[src/source/axil_wb_pkg.sv]
package axil_wb_pkg;

    // bus widths
    localparam int ADDR_W  = 32;
    localparam int DATA_W  = 32;
    localparam int STRB_W  = DATA_W / 8;
    localparam int ADR_LSB = $clog2(STRB_W); // byte offset bits inside a word

    // address map
    localparam logic [ADDR_W-1:0] REG_BASE  = 32'h0000_0000;
    localparam int                REG_WORDS = 8;
    localparam int                REG_AW    = $clog2(REG_WORDS);
    localparam logic [ADDR_W-1:0] RAM_BASE  = 32'h0000_1000;
    localparam int                RAM_WORDS = 256;
    localparam int                RAM_AW    = $clog2(RAM_WORDS);

    localparam logic [DATA_W-1:0] REGFILE_ID = 32'h5742_0001; // read-only word 0

    typedef enum logic [1:0] {
        OKAY   = 2'b00,
        SLVERR = 2'b10
    } axil_resp_e;

    typedef enum logic [2:0] {
        ST_IDLE,
        ST_WB_WRITE,
        ST_WB_READ,
        ST_RESP_B,
        ST_RESP_R
    } bridge_state_e;

    // master to slave
    typedef struct packed {
        logic [ADDR_W-1:0] awaddr;
        logic              awvalid;
        logic [DATA_W-1:0] wdata;
        logic [STRB_W-1:0] wstrb;
        logic              wvalid;
        logic              bready;
        logic [ADDR_W-1:0] araddr;
        logic              arvalid;
        logic              rready;
    } axil_req_t;

    // slave to master
    typedef struct packed {
        logic              awready;
        logic              wready;
        logic              bvalid;
        axil_resp_e        bresp;
        logic              arready;
        logic              rvalid;
        logic [DATA_W-1:0] rdata;
        axil_resp_e        rresp;
    } axil_rsp_t;

    typedef struct packed {
        logic [ADDR_W-1:0] adr;
        logic [DATA_W-1:0] wdat;
        logic [STRB_W-1:0] sel;
        logic              we;
        logic              stb;
        logic              cyc;
    } wb_req_t;

    typedef struct packed {
        logic [DATA_W-1:0] rdat;
        logic              ack;
        logic              err;
    } wb_rsp_t;

endpackage

[src/source/wb_addr_decoder.sv]
`timescale 1ns/1ps

module wb_addr_decoder (
    input  logic                 clk_i,
    input  logic                 rstn_i,
    input  axil_wb_pkg::wb_req_t wb_req_i,
    output axil_wb_pkg::wb_rsp_t wb_rsp_o,
    output axil_wb_pkg::wb_req_t reg_req_o,
    output axil_wb_pkg::wb_req_t ram_req_o,
    input  axil_wb_pkg::wb_rsp_t reg_rsp_i,
    input  axil_wb_pkg::wb_rsp_t ram_rsp_i
);

    logic [axil_wb_pkg::ADDR_W-1:0] reg_off;
    logic [axil_wb_pkg::ADDR_W-1:0] ram_off;
    logic                           reg_hit;
    logic                           ram_hit;
    logic                           active;
    logic                           err_q;

    // offsets wrap below the base, so one compare covers both bounds
    assign reg_off = wb_req_i.adr - axil_wb_pkg::REG_BASE;
    assign ram_off = wb_req_i.adr - axil_wb_pkg::RAM_BASE;
    assign reg_hit = reg_off <
        axil_wb_pkg::ADDR_W'(axil_wb_pkg::REG_WORDS * axil_wb_pkg::STRB_W);
    assign ram_hit = ram_off <
        axil_wb_pkg::ADDR_W'(axil_wb_pkg::RAM_WORDS * axil_wb_pkg::STRB_W);

    assign active = wb_req_i.cyc & wb_req_i.stb;

    always_comb begin
        reg_req_o     = wb_req_i;
        reg_req_o.cyc = wb_req_i.cyc & reg_hit;
        reg_req_o.stb = wb_req_i.stb & reg_hit;
        ram_req_o     = wb_req_i;
        ram_req_o.cyc = wb_req_i.cyc & ram_hit;
        ram_req_o.stb = wb_req_i.stb & ram_hit;
    end

    // single err pulse per unmapped cycle
    always_ff @(posedge clk_i) begin
        if (!rstn_i) begin
            err_q <= 1'b0;
        end else begin
            err_q <= active & ~reg_hit & ~ram_hit & ~err_q;
        end
    end

    always_comb begin
        if (reg_hit) begin
            wb_rsp_o = reg_rsp_i;
        end else if (ram_hit) begin
            wb_rsp_o = ram_rsp_i;
        end else begin
            wb_rsp_o.rdat = '0;
            wb_rsp_o.ack  = 1'b0;
            wb_rsp_o.err  = err_q;
        end
    end

endmodule

[config.mk]
export PLATFORM = sky130hd
export DESIGN_NAME = wb_addr_decoder
export DESIGN_NICKNAME = d
export VERILOG_FILES = /design/src/source/axil_wb_pkg.sv /design/src/source/wb_addr_decoder.sv
export SDC_FILE = /design/constraint.sdc
export NUM_CORES = 1
export LEC_CHECK = 0
export BUFFER_PORTS_ARGS = -buffer_cell sky130_fd_sc_hd__clkbuf_2
export CAP_MARGIN = 5
export CORE_AREA = 2 2 122 124
export CTS_CLUSTER_SIZE = 10
export DETAILED_ROUTE_END_ITERATION = 8
export DIE_AREA = 0 0 124 126
export GPL_TIMING_DRIVEN = 0
export PLACE_DENSITY_LB_ADDON = 0.05
export SLEW_MARGIN = 30
export SYNTH_ARGS = -nofsm -noshare
export SYNTH_HDL_FRONTEND = slang
export SYNTH_SLANG_ARGS = --single-unit
export TNS_END_PERCENT = 100
[constraint.sdc]
create_clock -name clk_i -period 2.5 [get_ports clk_i]
set_input_delay 0.5 -clock clk_i [delete_from_list [all_inputs] [get_ports clk_i]]
set_output_delay 0.5 -clock clk_i [all_outputs]
set_load 0.01 [all_outputs]
* Word-level counts from Yosys, hierarchy flattened
Cells that the tools add are included.
W data, S select, Z words.
** Storage, ports and cells
- Bits in registers :: 1
- Logic and storage cells :: 17
** Operators by class
- Magnitude comparators :: 2
- Bitwise gates (word level) :: 11
- Mux-type cells :: 2
- Add/subtract/negate cells :: 1
** Operators by type and width (count)
- $mux W34 :: 2
- $lt A32 B11 Y1 const B :: 1
- $lt A32 B6 Y1 const B :: 1
- $sub A32 B13 Y32 const B :: 1
- $and A1 B1 Y1 :: 8
- $not A1 Y1 :: 3

* Depth between registers and ports, before layout
- Word-level depth :: 5
- Gate-level depth with buffers :: 6
- Gate-level depth less buffers :: 4

* Worst setup path before layout
No wires, ideal clock.
- Path kind :: input to output
- Start point :: in wb_req_i[48] (netlist bit)
- End point :: out wb_rsp_o[10] (netlist bit)
- Required time :: 2.000 ns
- Arrival time :: 1.697 ns
- Stages :: 5
- Path slack :: 0.303 ns
- Buffers on the path :: 1
- Cell sequence :: or4_4 -> nor3_4 -> buf_6 -> a22oi_1 -> nor2_2
** RTL lines
- start, declared :: line wb_addr_decoder.sv:6 : input axil_wb_pkg::wb_req_t wb_req_i,
- end, declared :: line wb_addr_decoder.sv:7 : output axil_wb_pkg::wb_rsp_t wb_rsp_o,

==> metrics.log <==
[metrics] status: complete, no violations
[metrics] largest family of logic cells by synthesized area: buffers and inverters
[metrics] reg-to-reg endpoint: err_q
[metrics] Primary FF master, synth: sky130_fd_sc_hd__dfxtp_1
[metrics] internal power of the cells: between 0.3 and 0.4 mW
[metrics] fraction of the mapped netlist area in simple logic gates: 18.6%
[metrics] required time at the worst-slack endpoint: roughly 2.0 ns
[metrics] EDFF count, synth: 0
[metrics] most common library cells after synthesis: 141 x sky130_fd_sc_hd__buf_4, 33 x sky130_fd_sc_hd__a22oi_1, 30 x sky130_fd_sc_hd__nor2_2
[metrics] most frequent cell after synthesis: sky130_fd_sc_hd__buf_4
[metrics] Endpoint, Worst Hold: err_q
[metrics] upper clock frequency limit: roughly 0.41 GHz
[metrics] Die ar.: approximately 0.016 mm²
[metrics] Net count, final: 664
[metrics] initial antenna violation count: 0
[metrics] Cells on Worst Hold Path: 3
[metrics] number of diodes: 0
[metrics] total negative slack for setup checks: 0 ns
[metrics] GP Congestion: 0.691
[metrics] number of rows in the core area: between 40 and 50
[metrics] post-placement cell area: roughly 0.0034 mm²
[metrics] CP startpoint kind: primary input
[metrics] adder-cell share of the synthesized area: 0%
[metrics] post-synthesis sequential area ratio: about 1.1%
[metrics] pin count of the biggest net entering global routing: 11
[metrics] largest vdd supply drop: ~0.053 mV
[metrics] area grow syn2layout: 105%
[metrics] share of total power consumed by net switching: between 30% and 40%
[metrics] Avg Synthesized Cell Area: between 7 and 8 µm²
[metrics] worst hold path type: reg2reg
[metrics] share of the clock period used by the worst path after layout: a little over nine tenths
[metrics] number of placed cells counting well taps: 697
[metrics] clock skew after layout: 0 ns
[metrics] count of routing violations after the opening detailed-route iteration: 50
[metrics] setup repair after global routing missed its margin: true
[metrics] half-perimeter wire length after placement: approximately 7200 µm
[metrics] Reg2Reg Launch Point: err_q
[metrics] post-detailed-route via-to-cell ratio: ~3.5
[metrics] average routed wire per standard cell: approximately 12 µm
[metrics] total power divided by cell area: approximately 140 mW/mm²
[metrics] setup slack at placement: -0.219 ns
[metrics] Die Y-Extent: about 130 µm
[metrics] warning count from the yosys run: 0
[metrics] number of global-route vias before repair: around 2.3k
[metrics] post-synth top area share: 60.4%
[metrics] post-synthesis cell type count: 21
[metrics] share of cell area taken by muxes after synthesis: 0%
[metrics] clock network latency to the later pin of the worst-skew pair: 0 ns
[metrics] depth of the worst register-to-register path: 3
[metrics] Leakage Power: 2.11 nW
[metrics] share of layout cells above drive strength 1: around 92%
[metrics] beginning of the worst hold path: err_q
[metrics] Hold Fails Final Rpt: 0
[metrics] total gr overflow: 0
[metrics] nets in the synthesized netlist: between 300 and 400
[metrics] highest net fanout along the worst path: 5
[metrics] register clock-pin slew on the reported worst setup and hold paths: 0 ns
[metrics] max-slew headroom at the worst pin: roughly 80%
[metrics] drt drc: 0
[metrics] library cell with the largest summed area after synthesis: sky130_fd_sc_hd__buf_4
[metrics] total iterations of the first detailed-routing run: 4
[metrics] combinational group share of total power: between 90 and 100%
[metrics] total setup violations reported at the end of the flow: 0
[metrics] Max-cap violations: 0
[metrics] switching component of the power: ~0.2 mW
[metrics] smallest hold slack: a little under 0.5 ns
[metrics] cts-stage hold buffer count: 0
[metrics] register with the most flip-flops: err_q
[metrics] Largest register FFs: 1
[metrics] number of I/O pins: around 320
[metrics] category of the most critical setup path: in2out
[metrics] Register-to-Register Setup Slack: 1.92 ns
[metrics] worst-margin pin slew: ~0.27 ns
[metrics] data arrival time of the critical path: 1.94 ns
[metrics] core region area: 0.0143 mm²
[metrics] post-synthesis xor/xnor area fraction: 0%
[metrics] registers with the most flip-flops: err_q (1)
[metrics] area of the mapped netlist: ~0.0018 mm²
[metrics] top area cells in the synthesized netlist: sky130_fd_sc_hd__buf_4 60%, sky130_fd_sc_hd__a22oi_1 14%, sky130_fd_sc_hd__nor2_2 11%, sky130_fd_sc_hd__buf_6 3.2%, sky130_fd_sc_hd__nor4_1 1.4%
[metrics] category of the worst setup path capture point: output port
[metrics] Slew Limit Fails: 0
[metrics] wire length reported by the detailed router: 8270 µm
[metrics] fraction of power consumed by the clock network: 0%
[metrics] wire length of the first global-routing pass: between 10000 and 15000 µm
[metrics] minimum period implied by the final worst setup slack: 2.44 ns
[metrics] worst-case setup margin in the final layout: 0.0646 ns
[metrics] Cell Count, Final, Fillers Out: 705
[metrics] register share of total power: roughly 3.3%
[metrics] Die Span X: between 100 and 150 µm
[metrics] count of buffers from port buffering: about 270
[metrics] post-layout utilization of the core: 25.1%
[metrics] Final Instance Area: roughly 0.0036 mm²
[metrics] starting density of the core: between 10% and 20%
[metrics] complex-gate fraction of the synthesized area: 15.6%
[metrics] Syn Inst Count: roughly 240
[metrics] count of antenna-violating nets left after detailed routing: 0
[metrics] overall power consumption: slightly above 0.5 mW
[metrics] Total Routing Usage GR: around 9%
[metrics] Via Count: between 2k and 2.5k
[metrics] flip-flop and latch count after synthesis: 1
[metrics] proportion of synthesized flip-flops having asynchronous set or reset: 0%
[layout make-up]
type	count	area, µm²
fill	1620	10700
buffer	148	1150
inverter	1	3.75
multi-input combinational	88	666
tap	184	230
timing repair buffer	283	1520
sequential	1	20.0
[repair_timing]
action	in CTS	in global routing
cloned	0	3
resized for setup	16	30
setup endpoints to repair	36	33
pin swaps	2	12
buffers inserted	4	2
[cells in the final DEF, fill, tap and decap left out, drive strengths merged]
master / netlist / final
nor4: 4 / 4
and3: 4 / 4
o21bai: 1 / 1
nor3: 2 / 2
buf: 149 / 173
nor2: 36 / 36
a22oi: 34 / 34
nand4: 2 / 2
dfxtp: 1 / 1
nor3b: 1 / 1
o22ai: 1 / 1
inv: 1 / 1
or4: 1 / 1
nand2: 1 / 1
or2: 1 / 1
clkbuf: 0 / 258
[power by group through the flow]
stage | sequential, mW | combinational, mW | clock [mW]
after global placement | 0.0171 | 0.487 | 0
after floorplan | 0.0171 | 0.275 | 0
after CTS | 0.0171 | 0.495 | 0
final | 0.0171 | 0.497 | 0
after global routing | 0.0172 | 0.542 | 0
after detailed placement | 0.0171 | 0.487 | 0
[how the worst max path moves through the flow]
stage | from | to | cells after the start
after CTS | wb_req_i[48] | wb_rsp_o[26] | 8
after global routing | wb_req_i[44] | wb_rsp_o[4] | 8
after global placement | wb_req_i[48] | wb_rsp_o[30] | 7
final | wb_req_i[44] | wb_rsp_o[6] | 8
after detailed placement | wb_req_i[48] | wb_rsp_o[6] | 7
after floorplan | wb_req_i[48] | wb_rsp_o[10] | 5
[cell families after synthesis]
logic type             Yosys count
AO/OA/AOI/OAI                   36
buffers and inverters          150
flip-flops                       1
AND/OR/NAND/NOR                 52
[critical path, stage by stage]
cell                      delay (ns)
sky130_fd_sc_hd__buf_8          0.09
sky130_fd_sc_hd__or4_4          0.55
sky130_fd_sc_hd__nor3_4         0.17
sky130_fd_sc_hd__buf_6          0.18
sky130_fd_sc_hd__buf_8          0.12
sky130_fd_sc_hd__a22oi_2        0.06
sky130_fd_sc_hd__nor2_2         0.12
sky130_fd_sc_hd__buf_2          0.14
[metal layers]
metal | vias up | global-route usage [%] | routed length (µm)
met2 | 172 | 19.9 | 4770
met4 | 0 | 0.264 | 30
met5 | - | 0 | 0
met3 | 2 | 1.72 | 992
met1 | 1086 | 8.55 | 2470
li1 | 1232 | - | -
(Power assumes the default switching activity.)
