==> src/source/axil_wb_pkg.sv <==
package axil_wb_pkg;

    // bus widths
    localparam int ADDR_W  = 32;
    localparam int DATA_W  = 32;
    localparam int STRB_W  = DATA_W / 8;
    localparam int ADR_LSB = $clog2(STRB_W); // byte offset bits inside a word

    // address map
    localparam logic [ADDR_W-1:0] REG_BASE  = 32'h0000_0000;
    localparam int                REG_WORDS = 8;
    localparam int                REG_AW    = $clog2(REG_WORDS);
    localparam logic [ADDR_W-1:0] RAM_BASE  = 32'h0000_1000;
    localparam int                RAM_WORDS = 256;
    localparam int                RAM_AW    = $clog2(RAM_WORDS);

    localparam logic [DATA_W-1:0] REGFILE_ID = 32'h5742_0001; // read-only word 0

    typedef enum logic [1:0] {
        OKAY   = 2'b00,
        SLVERR = 2'b10
    } axil_resp_e;

    typedef enum logic [2:0] {
        ST_IDLE,
        ST_WB_WRITE,
        ST_WB_READ,
        ST_RESP_B,
        ST_RESP_R
    } bridge_state_e;

    // master to slave
    typedef struct packed {
        logic [ADDR_W-1:0] awaddr;
        logic              awvalid;
        logic [DATA_W-1:0] wdata;
        logic [STRB_W-1:0] wstrb;
        logic              wvalid;
        logic              bready;
        logic [ADDR_W-1:0] araddr;
        logic              arvalid;
        logic              rready;
    } axil_req_t;

    // slave to master
    typedef struct packed {
        logic              awready;
        logic              wready;
        logic              bvalid;
        axil_resp_e        bresp;
        logic              arready;
        logic              rvalid;
        logic [DATA_W-1:0] rdata;
        axil_resp_e        rresp;
    } axil_rsp_t;

    typedef struct packed {
        logic [ADDR_W-1:0] adr;
        logic [DATA_W-1:0] wdat;
        logic [STRB_W-1:0] sel;
        logic              we;
        logic              stb;
        logic              cyc;
    } wb_req_t;

    typedef struct packed {
        logic [DATA_W-1:0] rdat;
        logic              ack;
        logic              err;
    } wb_rsp_t;

endpackage

==> src/source/wb_regfile.sv <==
`timescale 1ns/1ps

module wb_regfile (
    input  logic                           clk_i,
    input  logic                           rstn_i,
    input  axil_wb_pkg::wb_req_t           wb_req_i,
    output axil_wb_pkg::wb_rsp_t           wb_rsp_o,
    output logic [axil_wb_pkg::DATA_W-1:0] ctrl_o
);

    // word 0 has no storage
    logic [axil_wb_pkg::DATA_W-1:0] regs_q [1:axil_wb_pkg::REG_WORDS-1];
    logic [axil_wb_pkg::REG_AW-1:0] idx;
    logic                           req_new;
    logic                           id_write;
    logic                           ack_q;
    logic                           err_q;
    logic [axil_wb_pkg::DATA_W-1:0] rdat_q;

    assign idx = wb_req_i.adr[axil_wb_pkg::ADR_LSB +: axil_wb_pkg::REG_AW];

    // a cycle not answered yet
    assign req_new  = wb_req_i.cyc & wb_req_i.stb & ~ack_q & ~err_q;
    assign id_write = wb_req_i.we & (idx == '0);

    always_ff @(posedge clk_i) begin
        if (!rstn_i) begin
            ack_q <= 1'b0;
            err_q <= 1'b0;
        end else begin
            ack_q <= req_new & ~id_write;
            err_q <= req_new & id_write;
        end
    end

    always_ff @(posedge clk_i) begin
        if (!rstn_i) begin
            for (int i = 1; i < axil_wb_pkg::REG_WORDS; i++) begin
                regs_q[i] <= '0;
            end
        end else if (req_new && wb_req_i.we && idx != '0) begin
            for (int b = 0; b < axil_wb_pkg::STRB_W; b++) begin
                if (wb_req_i.sel[b]) begin
                    regs_q[idx][8*b +: 8] <= wb_req_i.wdat[8*b +: 8];
                end
            end
        end
    end

    always_ff @(posedge clk_i) begin
        if (req_new) begin
            if (wb_req_i.we) begin
                rdat_q <= '0; // nothing to return on writes
            end else if (idx == '0) begin
                rdat_q <= axil_wb_pkg::REGFILE_ID;
            end else begin
                rdat_q <= regs_q[idx];
            end
        end
    end

    assign wb_rsp_o.rdat = rdat_q;
    assign wb_rsp_o.ack  = ack_q;
    assign wb_rsp_o.err  = err_q;

    assign ctrl_o = regs_q[1];

endmodule

==> config.mk <==
export PLATFORM = sky130hd
export DESIGN_NAME = wb_regfile
export DESIGN_NICKNAME = d
export VERILOG_FILES = /design/src/source/axil_wb_pkg.sv /design/src/source/wb_regfile.sv
export SDC_FILE = /design/constraint.sdc
export NUM_CORES = 1
export LEC_CHECK = 0
export ABC_CLOCK_PERIOD_IN_PS = 3000
export BUFFER_PORTS_ARGS = -buffer_cell sky130_fd_sc_hd__buf_2
export CAP_MARGIN = 20
export CORE_ASPECT_RATIO = 0.8
export CORE_MARGIN = 1.5
export CORE_UTILIZATION = 58
export CTS_CLUSTER_DIAMETER = 30
export DETAILED_ROUTE_END_ITERATION = 8
export GPL_TIMING_DRIVEN = 1
export PLACE_DENSITY = 0.85
export SYNTH_ARGS = -nofsm -noshare
export SYNTH_HDL_FRONTEND = slang
export SYNTH_SLANG_ARGS = --single-unit
==> constraint.sdc <==
create_clock -name clk_i -period 3 [get_ports clk_i]
set_clock_uncertainty 0.1 [all_clocks]
set_input_delay 0.6 -clock clk_i [delete_from_list [all_inputs] [get_ports clk_i]]
set_output_delay 0.6 -clock clk_i [all_outputs]
set_load 0.01 [all_outputs]
* After elaboration in Yosys (flattened, before gate mapping)
Memory sizes are Yosys's and may differ from the RTL's. Index checks and enable logic that the tools add are counted.
Cells by class: reductions and logical operators 6, bitwise operators 9, muxes and demuxes 21
Operator list (count):
- two-way mux 32 bit | 1
- OR reduction 32 bit | 1
- two-way mux 31 bit | 1
- two-way mux 1 bit | 17
- AND 1 bit | 6
- two-way mux 4 bit | 1
- zero test 3 bit | 1
- two-way mux 3 bit | 1
- inverter 1 bit | 3
- nonzero test 3 bit | 1
- logical AND 1 bit | 2
- OR reduction 2 bit | 1
Word-level totals: word-level logic and storage cells 41, memories 1, bits of input ports 73, bits in writable memories 224, register bits 34
Memories:
- regs_q | depth 7, bits a word 32, rd ports 2, clocked after Yosys merged registers in 0, wr ports 7, line wb_regfile.sv:12 | logic [axil_wb_pkg::DATA_W-1:0] regs_q [1:axil_wb_pkg::REG_WORDS-1];

* Depth between registers and ports, before layout
Gate-level depths: netlist (run 1).
depth after elaboration 10, gate-level depth with buffers 6

* Least setup slack after synthesis (run 1)
OpenSTA, ideal clock, no wires.
kind input-to-reg, from input wb_req_i[0] (netlist name), to memory regs_q[2][0] (netlist name) (enable), cell stages on the path 4, required time 2.516 ns, setup slack 0.331 ns, data arrival time 2.185 ns, path buffers 1, setup time 0.384 ns, path through and4bb_2 buf_4 nand3_1 o21ai_0
RTL lines:
- start: declaration | line wb_regfile.sv:6 | input axil_wb_pkg::wb_req_t wb_req_i,
- end: declaration | line wb_regfile.sv:12

==> results of run 1 <==
## critical path, delay by kind of cell, from the launching register on
family,cells,cell delay (ns)
AOI/OAI and AO/OA,1,0.36
buffers and inverters,1,0.27
DFF,1,0.31
and+or+nand+nor,2,0.95
## sequential cells by signal (all words and copies together), names as in the netlist
register,flops
ack_q,1
err_q,1
rdat_q,32
regs_q,248
## cells in the mapped netlist (all sizes together)
master	count	area [um2]
edfxtp	280	8410
conb	1	3.75
nor3b	3	32.5
buf	57	374
or2	1	6.26
nor2	229	860
nand4	7	88.8
a211oi	1	7.51
o22ai	46	288
nand2b	12	75.1
a21oi	14	70.1
nand3	5	25.0
nor3	2	15.0
a211o	6	52.6
nand3b	2	15.0
o21ai	28	140
mux2i	102	1020
a222oi	6	60.1
nor2b	4	25.0
inv	4	15.0
nand2	40	150
and4bb	1	12.5
and2	3	18.8
a22o	1	8.76
o2bb2ai	1	8.76
clkbuf	11	41.3
mux4	3	67.6
a221o	1	10.0
mux2	6	67.6
and3b	1	8.76
dfxtp	2	40.0
o21a	23	173
o31a	1	8.76
## logic make-up (layout without fill, tap and decap cells)
family | count (synthesis) | count (layout) | synth area share, %
other cells | 1 | 25 | 0.0307
simple gates | 310 | 310 | 10.9
buf+inv | 72 | 245 | 3.53
flops | 282 | 282 | 69.3
compound gates | 128 | 128 | 6.78
mux | 111 | 111 | 9.48
## layout make-up
class	instances	area, um2
Fill cell	1328	6060
Multi-Input combinational cell	573	3410
Tap cell	269	337
Sequential cell	282	8450
Clock inverter	29	234
Clock buffer	49	1140
Inverter	4	15.0
Antenna cell	1	2.50
Timing Repair Buffer	163	995
## power groups by stage
stage,Combinational [mW],Sequential [mW],Clock [mW]
after global routing,0.706,4.58,4.86
after CTS,0.651,4.57,4.67
after floorplan,0.386,4.65,0
after global placement,0.623,4.63,0
final,0.659,4.57,4.62
after detailed placement,0.643,4.64,0
## metal layers
metal / up-vias / global-route usage (%) / part of all wire (%)
met5: - / 0 / 0
li1: 3644 / - / -
met1: 3988 / 37.8 / 37
met2: 555 / 43.9 / 48
met3: 113 / 6.52 / 11
met4: 0 / 12.6 / 3.9
## worst min-delay path by stage
stage	slack, ns	from	end	cells past startpoint
global route	0.15	wb_req_i[23]	regs_q[0][16]$_DFFE_PP_	1
finish	0.16	wb_req_i[23]	regs_q[0][16]$_DFFE_PP_	1
detailed placement	0.53	regs_q[3][22]$_SDFFCE_PN0P_	rdat_q[22]$_SDFFCE_PP0P_	2
global placement	0.52	regs_q[3][22]$_SDFFCE_PN0P_	rdat_q[22]$_SDFFCE_PP0P_	2
CTS	0.15	wb_req_i[10]	regs_q[0][3]$_DFFE_PP_	1
floorplan	0.50	regs_q[3][26]$_SDFFCE_PN0P_	rdat_q[26]$_SDFFCE_PP0P_	2
## per-stage QoR
step | utilization [%] | worst slack (ns) | cell area [um2] | hold slack, ns | instances
2_1_floorplan | - | 0.331 | 12300 | 0.497 | 927
3_3_place_gp | 64.0 | 0.468 | 13200 | 0.519 | 1291
3_5_place_dp | 64.0 | 0.335 | 13200 | 0.527 | 1291
4_1_cts | 70.6 | 0.749 | 14600 | 0.152 | 1369
5_1_grt | 70.6 | 0.616 | 14600 | 0.150 | 1370
6_report | 70.6 | 0.685 | 14600 | 0.163 | 1370
==> impl_results.md, run 1 <==
* DIE HEIGHT at 133 um
* RSZ-0062 raised after global routing: false
* Power density cells at 676 nW/um2
* VDD IR-drop max at 0.582 mV
* Area growth from synthesis to layout at 19.5%
* Setup bufs post-CTS at 0
* Via density at 6.06
* Clock Root Buffer: clkbuf_16
* CP Capture Type: flop
* Post-synth cell types at 39
* # setup viols final at 0
* CP endpoint: regs_q[1][25]$_SDFFCE_PN0P_
* Period utilisation layout at 77.2%
* Core area at 20600 um2
* Die width at 165 um
* Post-DR wirelength/cell at 21.9 um
* Pin count of the biggest net entering global routing at 64
* Overall Global Routing Usage at 28.1%
* F_max at 432 MHz
* CP peak stage delay at 0.55 ns
* Combinational power share at 6.7%
* CTS tree: done
* Least-Margin Pin Slew at 0.735 ns
* Post-layout total power at 9.85 mW
* Arrival time of the worst setup path at 2.43 ns
* Synth warn at 0
* Depth of the most critical reg-to-reg path at 4
* Clk_lat worst skew at 0.53 ns
* Clock Path Buffers at 3
* Critical Path Fanout Max at 13
* Io pins at 139
* Max-cap violations at 0
* Sw power at 2.26 mW
* Final HPWL DP at 18000 um
* RD Place Congestion at 0.800
* Vias in the first global route at 8248
* CP startpoint: err_q$_SDFF_PN0_
* Row count at 47
* First-pass GRT wire length at 45100 um
* Seq pwr share at 46.4%
* GRT Residual Overflow at 0
* Kind of critical path: flop to flop
* Commonest non-fill, non-tap cell in the layout: edfxtp_1
* Leakage Power at 5.58 nW
* FF+latch count, synth at 282
* H-tree levels at 2
* Residual DRC at 0
* Power Internal at 7.59 mW
* Sw Share at 22.9%
* CP cell instances: and4bb_2 > nand3_1 > o21ai_0 > buf_4
* Min Tclk post-route at 2.32 ns
* PostCTS Resize Cnt at 0
* Synthesized area per cell at 13.5 um2
* CTS Sinks at 282
* Port Buffers at 109
* # nets final at 1140
* Starting density of the core at 59.1%
* HP Class: primary input to flop
* CTS clock-pin slew for the worst setup and hold paths at 0.06 ns
* Layout cell share with drive strength beyond 1 at 22.4%
* Via Count at 8300
* Slowest cell on the critical path: and4bb_2
* ANT nets after route at 0
* Most frequent cells in the layout: edfxtp_1 (280), nor2_1 (229), buf_2 (108)
* Setup_tns at 0 ns
* Router iterations before antenna repair at 7
* Worst Path Required at 3.11 ns
* CTS Buf Count at 43
* Status: finished, final reports clean
* DR iter-0 viols at 1019
* Die area at 21900 um2
* RR Endpoint: regs_q[1][25]$_SDFFCE_PN0P_
* Cell count after synthesis at 904
* R2r startpoint: err_q$_SDFF_PN0_
* Setup crit start kind: flop
* Max_slew headroom at 50.9%
* Max Slew Vio Count at 0
* Hold_buf cts at 0
* R2R Setup Slk at 0.68 ns
* Detailed Route WL at 30000 um
* Final Hold Viols at 0
* Sequential area share after synthesis at 69.3%
* Initial antenna violation count at 1
* Clk pwr share at 46.9%
* Post-Syn Area at 12200 um2
No activity file was read; power rests on OpenSTA's default activity.
==> run 2: changes to the inputs <==
--- a/config.mk
+++ b/config.mk
@@ -5,16 +5,16 @@
 export SDC_FILE = /design/constraint.sdc
 export NUM_CORES = 1
 export LEC_CHECK = 0
-export ABC_CLOCK_PERIOD_IN_PS = 3000
+export ABC_CLOCK_PERIOD_IN_PS = 2100
 export BUFFER_PORTS_ARGS = -buffer_cell sky130_fd_sc_hd__buf_2
 export CAP_MARGIN = 20
 export CORE_ASPECT_RATIO = 0.8
 export CORE_MARGIN = 1.5
-export CORE_UTILIZATION = 58
+export CORE_UTILIZATION = 53
 export CTS_CLUSTER_DIAMETER = 30
 export DETAILED_ROUTE_END_ITERATION = 8
 export GPL_TIMING_DRIVEN = 1
-export PLACE_DENSITY = 0.85
+export PLACE_DENSITY = 0.82
 export SYNTH_ARGS = -nofsm -noshare
 export SYNTH_HDL_FRONTEND = slang
 export SYNTH_SLANG_ARGS = --single-unit
==> constraint.sdc (replaced) <==
create_clock -name clk_i -period 2.1 [get_ports clk_i]
set_clock_uncertainty 0.1 [all_clocks]
set_input_delay 0.42 -clock clk_i [delete_from_list [all_inputs] [get_ports clk_i]]
set_output_delay 0.42 -clock clk_i [all_outputs]
set_load 0.01 [all_outputs]
==> run 2 against run 1 <==
- hold slack improved by 0.069 ns
- maximum frequency is 22% higher
- flip-flop and latch count is the same
==> impl_results.md, run 2 (synthesis results as in run 1) <==
* Min Tclk post-route at 1.90 ns
* First-pass GRT wire length at 44200 um
* Area growth from synthesis to layout at 26.8%
* Largest regs: regs_q: 248 flops, rdat_q: 32 flops
* CTS Sinks at 282
* Status: finished, final reports clean
* CP cell instances: and4bb_2 > nand3_2 > o21ai_2 > buf_4
* Via density at 5.61
* ANT nets after route at 0
* Die area at 23900 um2
* Register Area at 8450 um2
* Top reg by flops: regs_q
* Power density cells at 966 nW/um2
* Core area at 22500 um2
* RSZ-0062 raised after global routing: false
* Clk_lat worst skew at 0.53 ns
* Max Slew Vio Count at 0
* Residual DRC at 0
* HP Class: primary input to flop
* CP startpoint: err_q$_SDFF_PN0_
* F_max at 525 MHz
* # nets final at 1182
* Max_slew headroom at 55.5%
* RD Place Congestion at 0.781
* CTS Buf Count at 45
* CP peak stage delay at 0.45 ns
* Worst Path Required at 2.22 ns
* Port Buffers at 109
* Detailed Route WL at 29200 um
* Max-cap violations at 0
* Vias in the first global route at 8274
* CTS tree: done
* R2r startpoint: err_q$_SDFF_PN0_
* Max FFs per register at 248
* Setup bufs post-CTS at 0
* Overall Global Routing Usage at 24.4%
* CP Capture Type: flop
* DR iter-0 viols at 802
* Starting density of the core at 54.2%
* Io pins at 139
* Arrival time of the worst setup path at 2.03 ns
* Router iterations before antenna repair at 5
* H-tree levels at 2
* Most frequent cells in the layout: edfxtp_1 (280), nor2_1 (229), buf_2 (108)
* Layout cell share with drive strength beyond 1 at 25.0%
* Fillers at 1500
* Via Count at 8163
* Post-DR wirelength/cell at 20.1 um
* Cells after DPL at 1344
* CTS clock-pin slew for the worst setup and hold paths at 0.05 ns
* Slowest cell on the critical path: and4bb_2
* Row count at 49
* Initial antenna violation count at 3
* Final Hold Viols at 0
* Setup crit start kind: flop
* Area after DPL at 13700 um2
* Pin count of the biggest net entering global routing at 38
* Commonest non-fill, non-tap cell in the layout: edfxtp_1
* Clock Path Buffers at 3
* Kind of critical path: flop to flop
* DIE HEIGHT at 139 um
* Final HPWL DP at 18100 um
* Critical Path Fanout Max at 10
* Die width at 173 um
* Post-layout total power at 14.9 mW
* VDD IR-drop max at 0.603 mV
* Clock Root Buffer: clkbuf_16
* Fin cells at 1454
* PostCTS Resize Cnt at 0
* Finished Cell Area at 15500 um2
* Period utilisation layout at 90.6%
* Min Hold Slack at 0.233 ns
* Hold path startpoint: wb_req_i[35]
* Least-Margin Pin Slew at 0.665 ns
* # setup viols final at 0
* GRT Residual Overflow at 0
* Leakage Power at 5.97 nW
* Multi-input gate area at 3480 um2
-- run 2: timing repair --
| action | in CTS | in global routing |
|---|---|---|
| hold endpoints to repair | 24 | 0 |
| hold buffers | 24 | 0 |
| endpoints found under the setup margin | 0 | 0 |
-- run 2: worst paths after layout --
kind / to / depth (start not counted) / slack (ns)
worst max-delay path: regs_q[1][26]$_SDFFCE_PN0P_ / 4 / 0.20
worst min-delay path: regs_q[2][28]$_SDFFCE_PN0P_ / 3 / 0.23
worst max register to register: regs_q[1][26]$_SDFFCE_PN0P_ / 4 / 0.20
worst min register to register: rdat_q[30]$_SDFFCE_PP0P_ / 2 / 0.55
-- run 2: stage by stage --
stage | setup slack [ns] | util, % | setup TNS (ns)
finish | 0.197 | 68.7 | 0
global route | 0.108 | 68.7 | 0
CTS | 0.187 | 68.7 | 0
detailed placement | 0.0150 | 60.8 | 0
global placement | 0.0398 | 60.8 | 0
floorplan | -0.0198 | - | -1.54
-- run 2: power breakdown --
group	internal [mW]	switching, mW
Sequential	6.45	0.0719
Combinational	0.422	0.626
Clock	4.82	2.55
-- run 2: critical path, delay by kind of cell, from the launching register on --
family	cells	cell delay (ns)
AND/OR/NAND/NOR	2	0.76
flip-flops	1	0.30
AO/OA/AOI/OAI	1	0.22
buffers and inverters	1	0.22
-- run 2: area by class of cell --
| class | count | area share, % |
|---|---|---|
| flip-flops and latches | 282 | 54.6 |
| multi-input cells | 573 | 22.5 |
| repair buffers | 203 | 10.4 |
| clock buffers | 50 | 7.68 |
| well taps | 306 | 2.48 |
| clock inverters | 33 | 2.22 |
| inverters | 4 | 0.0971 |
| diodes | 3 | 0.0485 |
-- run 2: layer usage --
layer	track usage (%)	vias to the layer above	part of all wire, %
li1	-	3725	-
met1	31.5	3981	40
met2	40.7	391	49
met3	5.21	66	8.7
met4	9.56	0	2.5
met5	0	-	0
